`src/rvIsaPkg.sv`:
```
package rvIsaPkg;

  // ##################################################
  // major opcodes, instr[6:0].
  localparam logic [6:0] opLoad    = 7'b0000011;
  localparam logic [6:0] opLoadFp  = 7'b0000111;
  localparam logic [6:0] opStore   = 7'b0100011;
  localparam logic [6:0] opStoreFp = 7'b0100111;
  localparam logic [6:0] opOp      = 7'b0110011;
  localparam logic [6:0] opOpImm   = 7'b0010011;
  localparam logic [6:0] opOp32    = 7'b0111011;
  localparam logic [6:0] opOpImm32 = 7'b0011011;
  localparam logic [6:0] opLui     = 7'b0110111;
  localparam logic [6:0] opAuipc   = 7'b0010111;
  localparam logic [6:0] opMadd    = 7'b1000011; // fused multiply-add group.
  localparam logic [6:0] opMsub    = 7'b1000111;
  localparam logic [6:0] opNmsub   = 7'b1001011;
  localparam logic [6:0] opNmadd   = 7'b1001111;
  localparam logic [6:0] opOpFp    = 7'b1010011;
  localparam logic [6:0] opBranch  = 7'b1100011;
  localparam logic [6:0] opJal     = 7'b1101111;
  localparam logic [6:0] opJalr    = 7'b1100111;
  localparam logic [6:0] opSystem  = 7'b1110011;

  localparam logic [6:0] funct7MulDiv = 7'b0000001; // M extension on OP and OP-32.

  // compressed quadrants, instr[1:0]. 2'b11 marks a 32-bit instruction.
  localparam logic [1:0] quadC0 = 2'b00;
  localparam logic [1:0] quadC1 = 2'b01;
  localparam logic [1:0] quadC2 = 2'b10;

  localparam logic [4:0] linkRegA = 5'd1; // ra.
  localparam logic [4:0] linkRegB = 5'd5; // t0, alternate link.

  // ##################################################
  // bit positions in the class vector.
  localparam int clsIndir   = 0;
  localparam int clsJump    = 1;
  localparam int clsAlu     = 2;
  localparam int clsShift   = 3;
  localparam int clsMul     = 4;
  localparam int clsLoad    = 5;
  localparam int clsStore   = 6;
  localparam int clsStore2  = 7;
  localparam int clsFpu     = 8;
  localparam int clsLoadFpu = 9;
  localparam int clsSys     = 10;
  localparam int clsPos0    = 11;
  localparam int clsRvc     = 12;

  localparam int classWidth = 13;

endpackage

```
`src/predecodePkg.sv`:
```
package predecodePkg;

  typedef logic [31:0] instrWord; // full instruction or fetch word.
  typedef logic [15:0] halfWord;  // one parcel.
  typedef logic [rvIsaPkg::classWidth-1:0] classVec;

  // link hint, see lnk2 of the predecoder.
  typedef logic [1:0] lnkCode;

  localparam lnkCode lnkNone = 2'b00;
  localparam lnkCode lnkPush = 2'b01; // destination is a link register.
  localparam lnkCode lnkPop  = 2'b10; // source only.
  localparam lnkCode lnkSwap = 2'b11; // both, different registers.

  // ##################################################
  // aligner to predecoder.
  typedef struct packed {
    instrWord instr; // upper half zero for rvc.
    logic     isRvc;
    logic     pos0;  // starts at halfword 0 of its fetch word.
  } alignedInstr;

  // one queue entry.
  typedef struct packed {
    instrWord                          instr;
    logic [rvIsaPkg::classWidth-1:0]   classVec;
    logic                              isLnk;
    logic                              isRet;
    lnkCode                            lnk2;
  } predecResult;

  localparam int queueDepth = 4;
  localparam int queuePtrW  = 2;

endpackage

```
`src/parcelAligner.sv`:
```
`timescale 1ns/1ps

module parcelAligner (
  input  logic                     clk,
  input  logic                     reset,
  input  logic                     inReq,
  input  predecodePkg::instrWord   inWord,
  output logic                     inAck,
  input  logic                     queueFull,
  output logic                     instrValid,
  output predecodePkg::alignedInstr aligned
);
  import predecodePkg::*;

  typedef enum logic [1:0] {
    idle,
    capture,
    issue,
    waitReqLow
  } alignState;

  alignState state;
  instrWord  wordQ;     // captured fetch word.
  halfWord   leftQ;     // upper parcel waiting for the next word.
  logic      leftValid;
  logic      ptr;       // 0 low parcel, 1 high parcel.
  halfWord   loHalf;
  halfWord   hiHalf;
  logic      loRvc;
  logic      hiRvc;
  logic      wordDone;
  logic      keepHigh;

  assign loHalf = wordQ[15:0];
  assign hiHalf = wordQ[31:16];
  assign loRvc  = loHalf[1:0] != 2'b11;
  assign hiRvc  = hiHalf[1:0] != 2'b11;

  assign instrValid = (state == issue) && !queueFull;

  // the high parcel starts a 32-bit instruction that ends in the next word.
  assign keepHigh = !ptr && (leftValid || loRvc) && !hiRvc;

  // last instruction of this word goes out this cycle.
  assign wordDone = ptr || (!leftValid && !loRvc) || !hiRvc;

  // ##################################################
  // parcel selection.
  always_comb begin : parcelSelect
    aligned = '0;
    if (state == issue) begin
      if (ptr) begin
        aligned.instr = {16'h0000, hiHalf};
        aligned.isRvc = 1'b1;
        aligned.pos0  = 1'b0;
      end else if (leftValid) begin
        aligned.instr = {loHalf, leftQ}; // spans two fetch words.
        aligned.isRvc = 1'b0;
        aligned.pos0  = 1'b0;
      end else if (loRvc) begin
        aligned.instr = {16'h0000, loHalf};
        aligned.isRvc = 1'b1;
        aligned.pos0  = 1'b1;
      end else begin
        aligned.instr = wordQ;
        aligned.isRvc = 1'b0;
        aligned.pos0  = 1'b1;
      end
    end
  end

  // ##################################################
  // control.
  always_ff @(posedge clk) begin
    if (reset) begin
      state     <= idle;
      inAck     <= 1'b0;
      leftValid <= 1'b0;
      ptr       <= 1'b0;
    end else begin
      if (inAck && !inReq) begin
        inAck <= 1'b0; // source released the request.
      end
      case (state)
        idle: begin
          if (inReq && !inAck && !queueFull) begin
            state <= capture;
            inAck <= 1'b1;
          end
        end
        capture: begin
          state <= issue;
          ptr   <= 1'b0;
        end
        issue: begin
          if (!queueFull) begin
            if (!ptr && (leftValid || loRvc)) begin
              leftValid <= !hiRvc;
            end
            if (wordDone) begin
              ptr   <= 1'b0;
              state <= (inAck && inReq) ? waitReqLow : idle;
            end else begin
              ptr <= 1'b1;
            end
          end
        end
        waitReqLow: begin
          if (!inReq) begin
            state <= idle;
          end
        end
        default: state <= idle;
      endcase
    end
  end

  // payload.
  always_ff @(posedge clk) begin
    if (state == capture) begin
      wordQ <= inWord; // stable while inAck is high.
    end
    if (state == issue && !queueFull && keepHigh) begin
      leftQ <= hiHalf;
    end
  end

  stallHolds: assert property (@(posedge clk) disable iff (reset)
    state == issue && queueFull |=> $stable(aligned))
    else $error("aligned instruction changed while the queue was full.");

  ackAfterReq: assert property (@(posedge clk) disable iff (reset)
    $rose(inAck) |-> $past(inReq))
    else $error("inAck raised without a pending request.");

endmodule

```
`src/predecRvClass.sv`:
```
`timescale 1ns/1ps

module predecRvClass (
  input  predecodePkg::instrWord instr,
  input  logic                   isRvc,
  input  logic                   pos0,
  output predecodePkg::classVec  classOut,
  output logic                   isLnk,
  output logic                   isRet,
  output predecodePkg::lnkCode   lnk2
);
  import rvIsaPkg::*;
  import predecodePkg::*;

  logic [6:0] opcode;
  logic [2:0] funct3;
  logic [6:0] funct7;
  logic [1:0] quad;
  logic [2:0] cFunct3;
  logic [4:0] cRs1;   // also rd in the compressed register forms.
  logic [4:0] cRs2;
  logic       shiftF3;
  classVec    rvcCls;
  classVec    baseCls;
  logic [4:0] rd;
  logic [4:0] rs1;
  logic       linkCapable;
  logic       rdLink;
  logic       rs1Link;

  assign opcode  = instr[6:0];
  assign funct3  = instr[14:12];
  assign funct7  = instr[31:25];
  assign quad    = instr[1:0];
  assign cFunct3 = instr[15:13];
  assign cRs1    = instr[11:7];
  assign cRs2    = instr[6:2];
  assign shiftF3 = (funct3 == 3'b001) || (funct3 == 3'b101); // sll, srl/sra.

  // ##################################################
  // compressed encodings, rv64.
  always_comb begin : rvcDecode
    rvcCls = '0;
    case (quad)
      quadC0: begin
        case (cFunct3)
          3'b000:         rvcCls[clsAlu]     = 1'b1; // c.addi4spn.
          3'b001:         rvcCls[clsLoadFpu] = 1'b1;
          3'b010, 3'b011: rvcCls[clsLoad]    = 1'b1;
          3'b101:         rvcCls[clsStore2]  = 1'b1; // c.fsd.
          3'b110, 3'b111: rvcCls[clsStore]   = 1'b1;
          default: ;
        endcase
      end
      quadC1: begin
        case (cFunct3)
          3'b100: begin
            if (instr[11] == 1'b0) begin
              rvcCls[clsShift] = 1'b1; // c.srli, c.srai.
            end else begin
              rvcCls[clsAlu] = 1'b1;
            end
          end
          3'b101, 3'b110, 3'b111: rvcCls[clsJump] = 1'b1; // c.j, c.beqz, c.bnez.
          default: rvcCls[clsAlu] = 1'b1; // c.addi, c.addiw, c.li, c.lui.
        endcase
      end
      quadC2: begin
        case (cFunct3)
          3'b000:         rvcCls[clsShift]   = 1'b1; // c.slli.
          3'b001:         rvcCls[clsLoadFpu] = 1'b1;
          3'b010, 3'b011: rvcCls[clsLoad]    = 1'b1;
          3'b100: begin
            if (cRs2 != 5'd0) begin
              rvcCls[clsAlu] = 1'b1; // c.mv, c.add.
            end else if (instr[12] && cRs1 == 5'd0) begin
              rvcCls[clsSys] = 1'b1; // c.ebreak.
            end else begin
              rvcCls[clsJump]  = 1'b1;
              rvcCls[clsIndir] = 1'b1;
            end
          end
          3'b101:         rvcCls[clsStore2]  = 1'b1;
          default:        rvcCls[clsStore]   = 1'b1;
        endcase
      end
      default: ;
    endcase
  end

  // ##################################################
  // 32-bit encodings.
  always_comb begin : baseDecode
    baseCls = '0;
    case (opcode)
      opLoad:    baseCls[clsLoad]    = 1'b1;
      opLoadFp:  baseCls[clsLoadFpu] = 1'b1;
      opStore:   baseCls[clsStore]   = 1'b1;
      opStoreFp: baseCls[clsStore2]  = 1'b1;
      opOp, opOp32: begin
        if (funct7 == funct7MulDiv) begin
          baseCls[clsMul] = 1'b1;
        end else if (shiftF3) begin
          baseCls[clsShift] = 1'b1;
        end else begin
          baseCls[clsAlu] = 1'b1;
        end
      end
      opOpImm, opOpImm32: begin
        if (shiftF3) begin
          baseCls[clsShift] = 1'b1;
        end else begin
          baseCls[clsAlu] = 1'b1;
        end
      end
      opLui, opAuipc: baseCls[clsAlu] = 1'b1;
      opMadd, opMsub, opNmsub, opNmadd, opOpFp: baseCls[clsFpu] = 1'b1;
      opBranch, opJal: baseCls[clsJump] = 1'b1;
      opJalr: begin
        baseCls[clsJump]  = 1'b1;
        baseCls[clsIndir] = 1'b1;
      end
      opSystem: baseCls[clsSys] = 1'b1;
      default: ;
    endcase
  end

  always_comb begin
    classOut          = isRvc ? rvcCls : baseCls;
    classOut[clsPos0] = pos0;
    classOut[clsRvc]  = isRvc;
  end

  // ##################################################
  // link and return hints.
  always_comb begin : linkDecode
    rd          = 5'd0;
    rs1         = 5'd0;
    linkCapable = 1'b0;
    if (isRvc) begin
      // c.jr and c.jalr, c.jalr writes ra.
      if (quad == quadC2 && cFunct3 == 3'b100 && cRs2 == 5'd0 &&
          !(instr[12] && cRs1 == 5'd0)) begin
        linkCapable = 1'b1;
        rs1         = cRs1;
        rd          = instr[12] ? linkRegA : 5'd0;
      end
    end else if (opcode == opJal) begin
      linkCapable = 1'b1;
      rd          = instr[11:7]; // no source register.
    end else if (opcode == opJalr) begin
      linkCapable = 1'b1;
      rd          = instr[11:7];
      rs1         = instr[19:15];
    end
  end

  assign rdLink  = linkCapable && (rd == linkRegA || rd == linkRegB);
  assign rs1Link = linkCapable && (rs1 == linkRegA || rs1 == linkRegB);
  assign isLnk   = rdLink;
  assign isRet   = rs1Link && rd == 5'd0;

  always_comb begin
    if (rdLink && rs1Link && rd != rs1) begin
      lnk2 = lnkSwap; // co-routine swap.
    end else if (rdLink) begin
      lnk2 = lnkPush;
    end else if (rs1Link) begin
      lnk2 = lnkPop;
    end else begin
      lnk2 = lnkNone;
    end
  end

  retIsIndir: assert final (!isRet || classOut[clsIndir])
    else $error("return hint on a non-indirect instruction.");

  loadXorStore: assert final (!(classOut[clsLoad] && classOut[clsStore]))
    else $error("load and store class both set.");

endmodule

```
`src/predecodeQueue.sv`:
```
`timescale 1ns/1ps

module predecodeQueue (
  input  logic                      clk,
  input  logic                      reset,
  input  logic                      wrEn,
  input  predecodePkg::predecResult wrData,
  output logic                      full,
  output logic                      outReq,
  output predecodePkg::predecResult outData,
  input  logic                      outAck
);
  import predecodePkg::*;

  typedef enum logic [1:0] {
    idle,
    reqHigh,
    waitAckLow
  } outState;

  outState              state;
  predecResult          mem [queueDepth];
  logic [queuePtrW-1:0] wrPtr;
  logic [queuePtrW-1:0] rdPtr;
  logic [queuePtrW:0]   count;
  logic                 push;
  logic                 pop;
  logic                 pending; // something to offer next.

  assign full    = count == (queuePtrW + 1)'(queueDepth);
  assign push    = wrEn && !full;
  assign pop     = (state == reqHigh) && outAck;
  assign pending = (count != '0) || push;
  assign outReq  = state == reqHigh;
  assign outData = mem[rdPtr]; // head entry.

  always_ff @(posedge clk) begin
    if (push) begin
      mem[wrPtr] <= wrData;
    end
  end

  // ##################################################
  // pointers and output handshake.
  always_ff @(posedge clk) begin
    if (reset) begin
      wrPtr <= '0;
      rdPtr <= '0;
      count <= '0;
      state <= idle;
    end else begin
      if (push) begin
        wrPtr <= wrPtr + 1'b1;
      end
      if (pop) begin
        rdPtr <= rdPtr + 1'b1;
      end
      case ({push, pop})
        2'b10:   count <= count + 1'b1;
        2'b01:   count <= count - 1'b1;
        default: count <= count;
      endcase
      case (state)
        idle:       if (pending) state <= reqHigh;
        reqHigh:    if (outAck) state <= waitAckLow; // popped on this edge.
        waitAckLow: if (!outAck) state <= pending ? reqHigh : idle;
        default:    state <= idle;
      endcase
    end
  end

  noWriteWhenFull: assert property (@(posedge clk) disable iff (reset)
    full |-> !wrEn)
    else $error("write into a full queue.");

  headStable: assert property (@(posedge clk) disable iff (reset)
    outReq && $past(outReq) |-> $stable(outData))
    else $error("outData changed while outReq was high.");

endmodule

```
`src/predecodeTop.sv`:
```
`timescale 1ns/1ps

module predecodeTop (
  input  logic                      clk,
  input  logic                      reset,
  input  logic                      inReq,
  input  predecodePkg::instrWord    inWord,
  output logic                      inAck,
  output logic                      outReq,
  output predecodePkg::predecResult outData,
  input  logic                      outAck
);
  import predecodePkg::*;

  alignedInstr aligned;
  logic        instrValid;
  logic        queueFull;
  classVec     cls;
  logic        isLnk;
  logic        isRet;
  lnkCode      lnk2;
  predecResult result;

  parcelAligner aligner (
    .clk        (clk),
    .reset      (reset),
    .inReq      (inReq),
    .inWord     (inWord),
    .inAck      (inAck),
    .queueFull  (queueFull),
    .instrValid (instrValid),
    .aligned    (aligned)
  );

  predecRvClass classifier (
    .instr    (aligned.instr),
    .isRvc    (aligned.isRvc),
    .pos0     (aligned.pos0),
    .classOut (cls),
    .isLnk    (isLnk),
    .isRet    (isRet),
    .lnk2     (lnk2)
  );

  assign result = '{instr: aligned.instr, classVec: cls, isLnk: isLnk,
                    isRet: isRet, lnk2: lnk2};

  predecodeQueue queue (
    .clk     (clk),
    .reset   (reset),
    .wrEn    (instrValid),
    .wrData  (result),
    .full    (queueFull),
    .outReq  (outReq),
    .outData (outData),
    .outAck  (outAck)
  );

endmodule

```
`config.mk`:
```
export PLATFORM = sky130hd
export DESIGN_NAME = predecodeTop
export DESIGN_NICKNAME = d
export VERILOG_FILES = /design/src/rvIsaPkg.sv /design/src/predecodePkg.sv /design/src/parcelAligner.sv /design/src/predecRvClass.sv /design/src/predecodeQueue.sv /design/src/predecodeTop.sv
export SDC_FILE = /design/constraint.sdc
export NUM_CORES = 1
export LEC_CHECK = 0
export BUFFER_PORTS_ARGS = -buffer_cell sky130_fd_sc_hd__buf_4
export CAP_MARGIN = 20
export CORE_MARGIN = 2
export CORE_UTILIZATION = 54
export DETAILED_ROUTE_END_ITERATION = 6
export GPL_TIMING_DRIVEN = 0
export PLACE_DENSITY_LB_ADDON = 0.2
export SKIP_CTS_REPAIR_TIMING = 1
export SLEW_MARGIN = 20
export SYNTH_ARGS = -nofsm -noshare
export SYNTH_HDL_FRONTEND = slang
export SYNTH_HIERARCHICAL = 1
export SYNTH_SLANG_ARGS = --single-unit
```
`constraint.sdc`:
```
create_clock -name clk -period 3.23 [get_ports clk]
set_input_delay 0.323 -clock clk [delete_from_list [all_inputs] [get_ports clk]]
set_output_delay 0.323 -clock clk [all_outputs]
set_load 0.02 [all_outputs]
```
==> metrics.md <==
| Metric | Value |
|---|---|
| Final core utilization | `0.665` |
| Routed length per placed instance | `20.9 µm` |
| Flops & latches, synth | `260` |
| Vias in the first global route | `6131` |
| Post-Synth Adder-Cell Area | `0.0134` |
| Worst path bufs/invs | `3` |
| Worst Setup Start Kind | `register` |
| Die X | `145 µm` |
| Clock transition at path regs | `0.06 ns` |
| Hold Path Stages | `2` |
| Overflow after GRT | `0` |
| Setup slack at placement | `-0.621 ns` |
| Pre-Repair DR Iteration Count | `5` |
| Run status | `finished, final reports clean` |
| Post-Synth XOR/XNOR Area | `0.00492` |
| Final Skew | `0.00901 ns` |
| Clock tree from TritonCTS | `yes` |
| Mapped Cells | `614` |
| Pin count of the biggest net entering global routing | `42` |
| H-tree Lvls | `1` |
| Row Count | `51` |
| Int Pwr | `6900 µW` |
| Gate power share | `0.264` |
| FF-to-FF setup slack | `0.12 ns` |
| Worst-margin pin slew | `0.889 ns` |
| Final Routed Wirelength | `21800 µm` |
| Synth async-reset ratio | `0` |
| Reg-to-reg endpoint | `queue/mem[2][2]` |
| Dominant cell type by area after synthesis | `edfxtp_1` |
| Layout overhead on the synthesized area | `21.2%` |
| IO Port Bufs | `86` |
| TritonCTS sink count | `260` |
| Crit path top cell by count | `buf_6` |
| First-pass GRT wire length | `33200 µm` |
| Sequential share of power | `0.453` |
| Nature of the critical path endpoint | `register` |
| Starting density of the core | `0.549` |
| Die Ht | `145 µm` |
| Max_cap viols | `0` |
| Most frequent cell after synthesis | `edfxtp_1` |
| RSZ-0062 raised after global routing | `no` |
| Worst skew pair latency | `0.51 ns` |
| Total vias in the final route | `6127` |
| Crit path required time | `3.55 ns` |
| DP HPWL | `14300 µm` |
| Peak VDD IR | `534 µV` |
| CP max stage delay | `0.41 ns` |
| Number of vias per cell | `5.86` |
| Synth cell count leaders | `244 x edfxtp_1, 74 x nor2_1, 47 x mux4_2` |
| Share of Yosys cell area claimed by the top area cell type | `0.686` |
| Top_reg_cell synth | `edfxtp_1` |
| Sw frac | `0.291` |
| Critical path arrival | `3.43 ns` |
| Worst slew margin | `0.406` |
| Area of the core | `19500 µm²` |
| Worst hold path class | `in -> reg` |
| Switching power | `2840 µW` |
| RR Startpoint | `aligner/leftValid` |
| Initial DRC count | `465` |
| Routability Congestion | `0.866` |
| Share of cells above drive strength 1 | `0.285` |
| # IOs | `87` |
| Register area share after synthesis | `0.716` |
| Ys Warns | `6` |
| Synth unique cells | `66` |
| GRT Resource Usage Total | `0.211` |
| CP max stage cell | `or3_1` |
| Post-DP Area | `11800 µm²` |
| Placed Cells | `969` |
| N_diodes | `0` |
| Slew Limit Fails | `0` |
| CTS Buffer Depth | `3` |
| Stages on the worst setup path | `12` |
| Post-synthesis simple-gate area fraction | `0.0671` |
| Num CTS Buffers | `25` |
| Highest Clock Rate | `0.322 GHz` |
| Crit path capture | `queue/mem[2][2]` |
| Mux contribution to synthesized area | `0.123` |
| Post-route DRC violation count | `0` |
| Fin. Hold Viols | `0` |
| Compound-Gate Fraction of Synth Area | `0.0500` |
| Mapped cell area | `10700 µm²` |
| Top cells by area, synth | `edfxtp_1 69%, mux4_2 9.9%, dfxtp_1 3.0%` |
| Post-route ant nets | `0` |
| Initial antenna violation count | `0` |
| Number of fill cells in the layout | `1319` |
| Crit path max-delay family | `simple AND/OR/NAND/NOR gates` |
| Final worst setup slack | `0.123 ns` |
| CTS root buf | `clkbuf_16` |
| Fin crit share | `0.962` |
| Nets | `808` |
| Reg2Reg Depth | `12` |
| CP Class | `reg -> reg` |
| Final setup fails | `0` |
| Hold Crit Start | `reset` |
| Main combinational cell family by area after synthesis | `multiplexers` |
| Minimum clock period | `3.11 ns` |
| LEAKAGE | `0.00424 µW` |
| Finished Cell Area | `12900 µm²` |
| Source of the critical timing path | `aligner/leftValid` |
| Critical path, cell by cell | `buf_6, buf_6, mux2i_1, nor2_1, a21oi_1, nor2_2, or3_4, and4b_1, buf_6, a32oi_1, or3_1, nor2_2` |
| Post-Syn Nets | `660` |
| Syn avg cell area | `17.4 µm²` |
| Overall die area | `20900 µm²` |
| Pwr Density | `753 nW/µm²` |
| Finished Layout Cells | `1045` |
| CP max FO | `11` |
| Clock share of power | `0.282` |
| EDFF count, synth | `244` |
per-stage QoR:
stage,TNS (ns),hold slack [ns],total power (µW)
floorplan,0,0.392,6050
global placement,-216.94,0.470,6850
detailed placement,-8.55,0.482,6970
CTS,-10.67,-0.0318,9720
global route,0,0.0210,10100
finish,0,0.00980,9740
power by group through the flow:
stage          clock network (µW)  registers, µW  logic, µW
2_1_floorplan                   0           4430       1620
3_3_place_gp                    0           4470       2380
3_5_place_dp                    0           4480       2490
4_1_cts                      2810           4410       2500
5_1_grt                      2920           4450       2770
6_report                     2750           4420       2570
state kept, by name, summed over array words and instances (netlist names), named ones only:
name,count
aligner/ptr,1
queue/state,2
queue/wrPtr,2
aligner/inAck,1
queue/mem,196
aligner/leftQ,16
aligner/state,2
aligner/leftValid,1
queue/rdPtr,2
queue/count,3
aligner/wordQ,32
logic make-up (layout without fill, tap and decap cells):
group / Yosys count / count (layout)
simple gates: 141 / 141
mux: 69 / 69
flops: 260 / 260
buf+inv: 47 / 213
xor+xnor: 6 / 6
compound gates: 80 / 80
fa+ha+maj: 11 / 11
cell type report:
class	instances	area [µm²]	area share
inverters	14	52.6	0.00406
clock inverters	9	62.6	0.00483
flip-flops and latches	260	7650	0.591
plain buffers	32	233	0.0180
well taps	265	332	0.0256
repair buffers	122	1050	0.0814
clock buffers	36	718	0.0555
multi-input cells	307	2840	0.219
metal layers:
layer	GRT usage	routed length [µm]
met1	0.284	8970
met4	0.0618	453
met3	0.0311	1220
met2	0.361	11200
met5	0	0
how the worst min path moves through the flow:
| stage | end | slack (ns) |
|---|---|---|
| after detailed placement | aligner/leftQ[12] | 0.48 |
| after global placement | aligner/leftQ[9] | 0.47 |
| after floorplan | aligner/ptr | 0.39 |
| after global routing | aligner/ptr | 0.02 |
| final | aligner/ptr | 0.01 |
| after CTS | aligner/wordQ[6] | -0.03 |
layout by cell type (no fill, tap or decap), drive strengths merged, types with 3 or more instances in the layout:
cell,count
a22oi,14
inv,14
nand3,6
nor3b,4
and2,7
xor2,3
a31oi,3
clkbuf,45
edfxtp,244
o22ai,4
xnor2,3
mux4,49
dfxtp,16
o32ai,3
mux2i,19
nand2b,10
nor2b,4
nor2,74
o21ai,7
buf,113
dlygate4sd3,32
a21oi,29
nand2,6
clkinv,8
nor3,8
or3,4
ha,9
No activity file was read; power rests on OpenSTA's default activity.
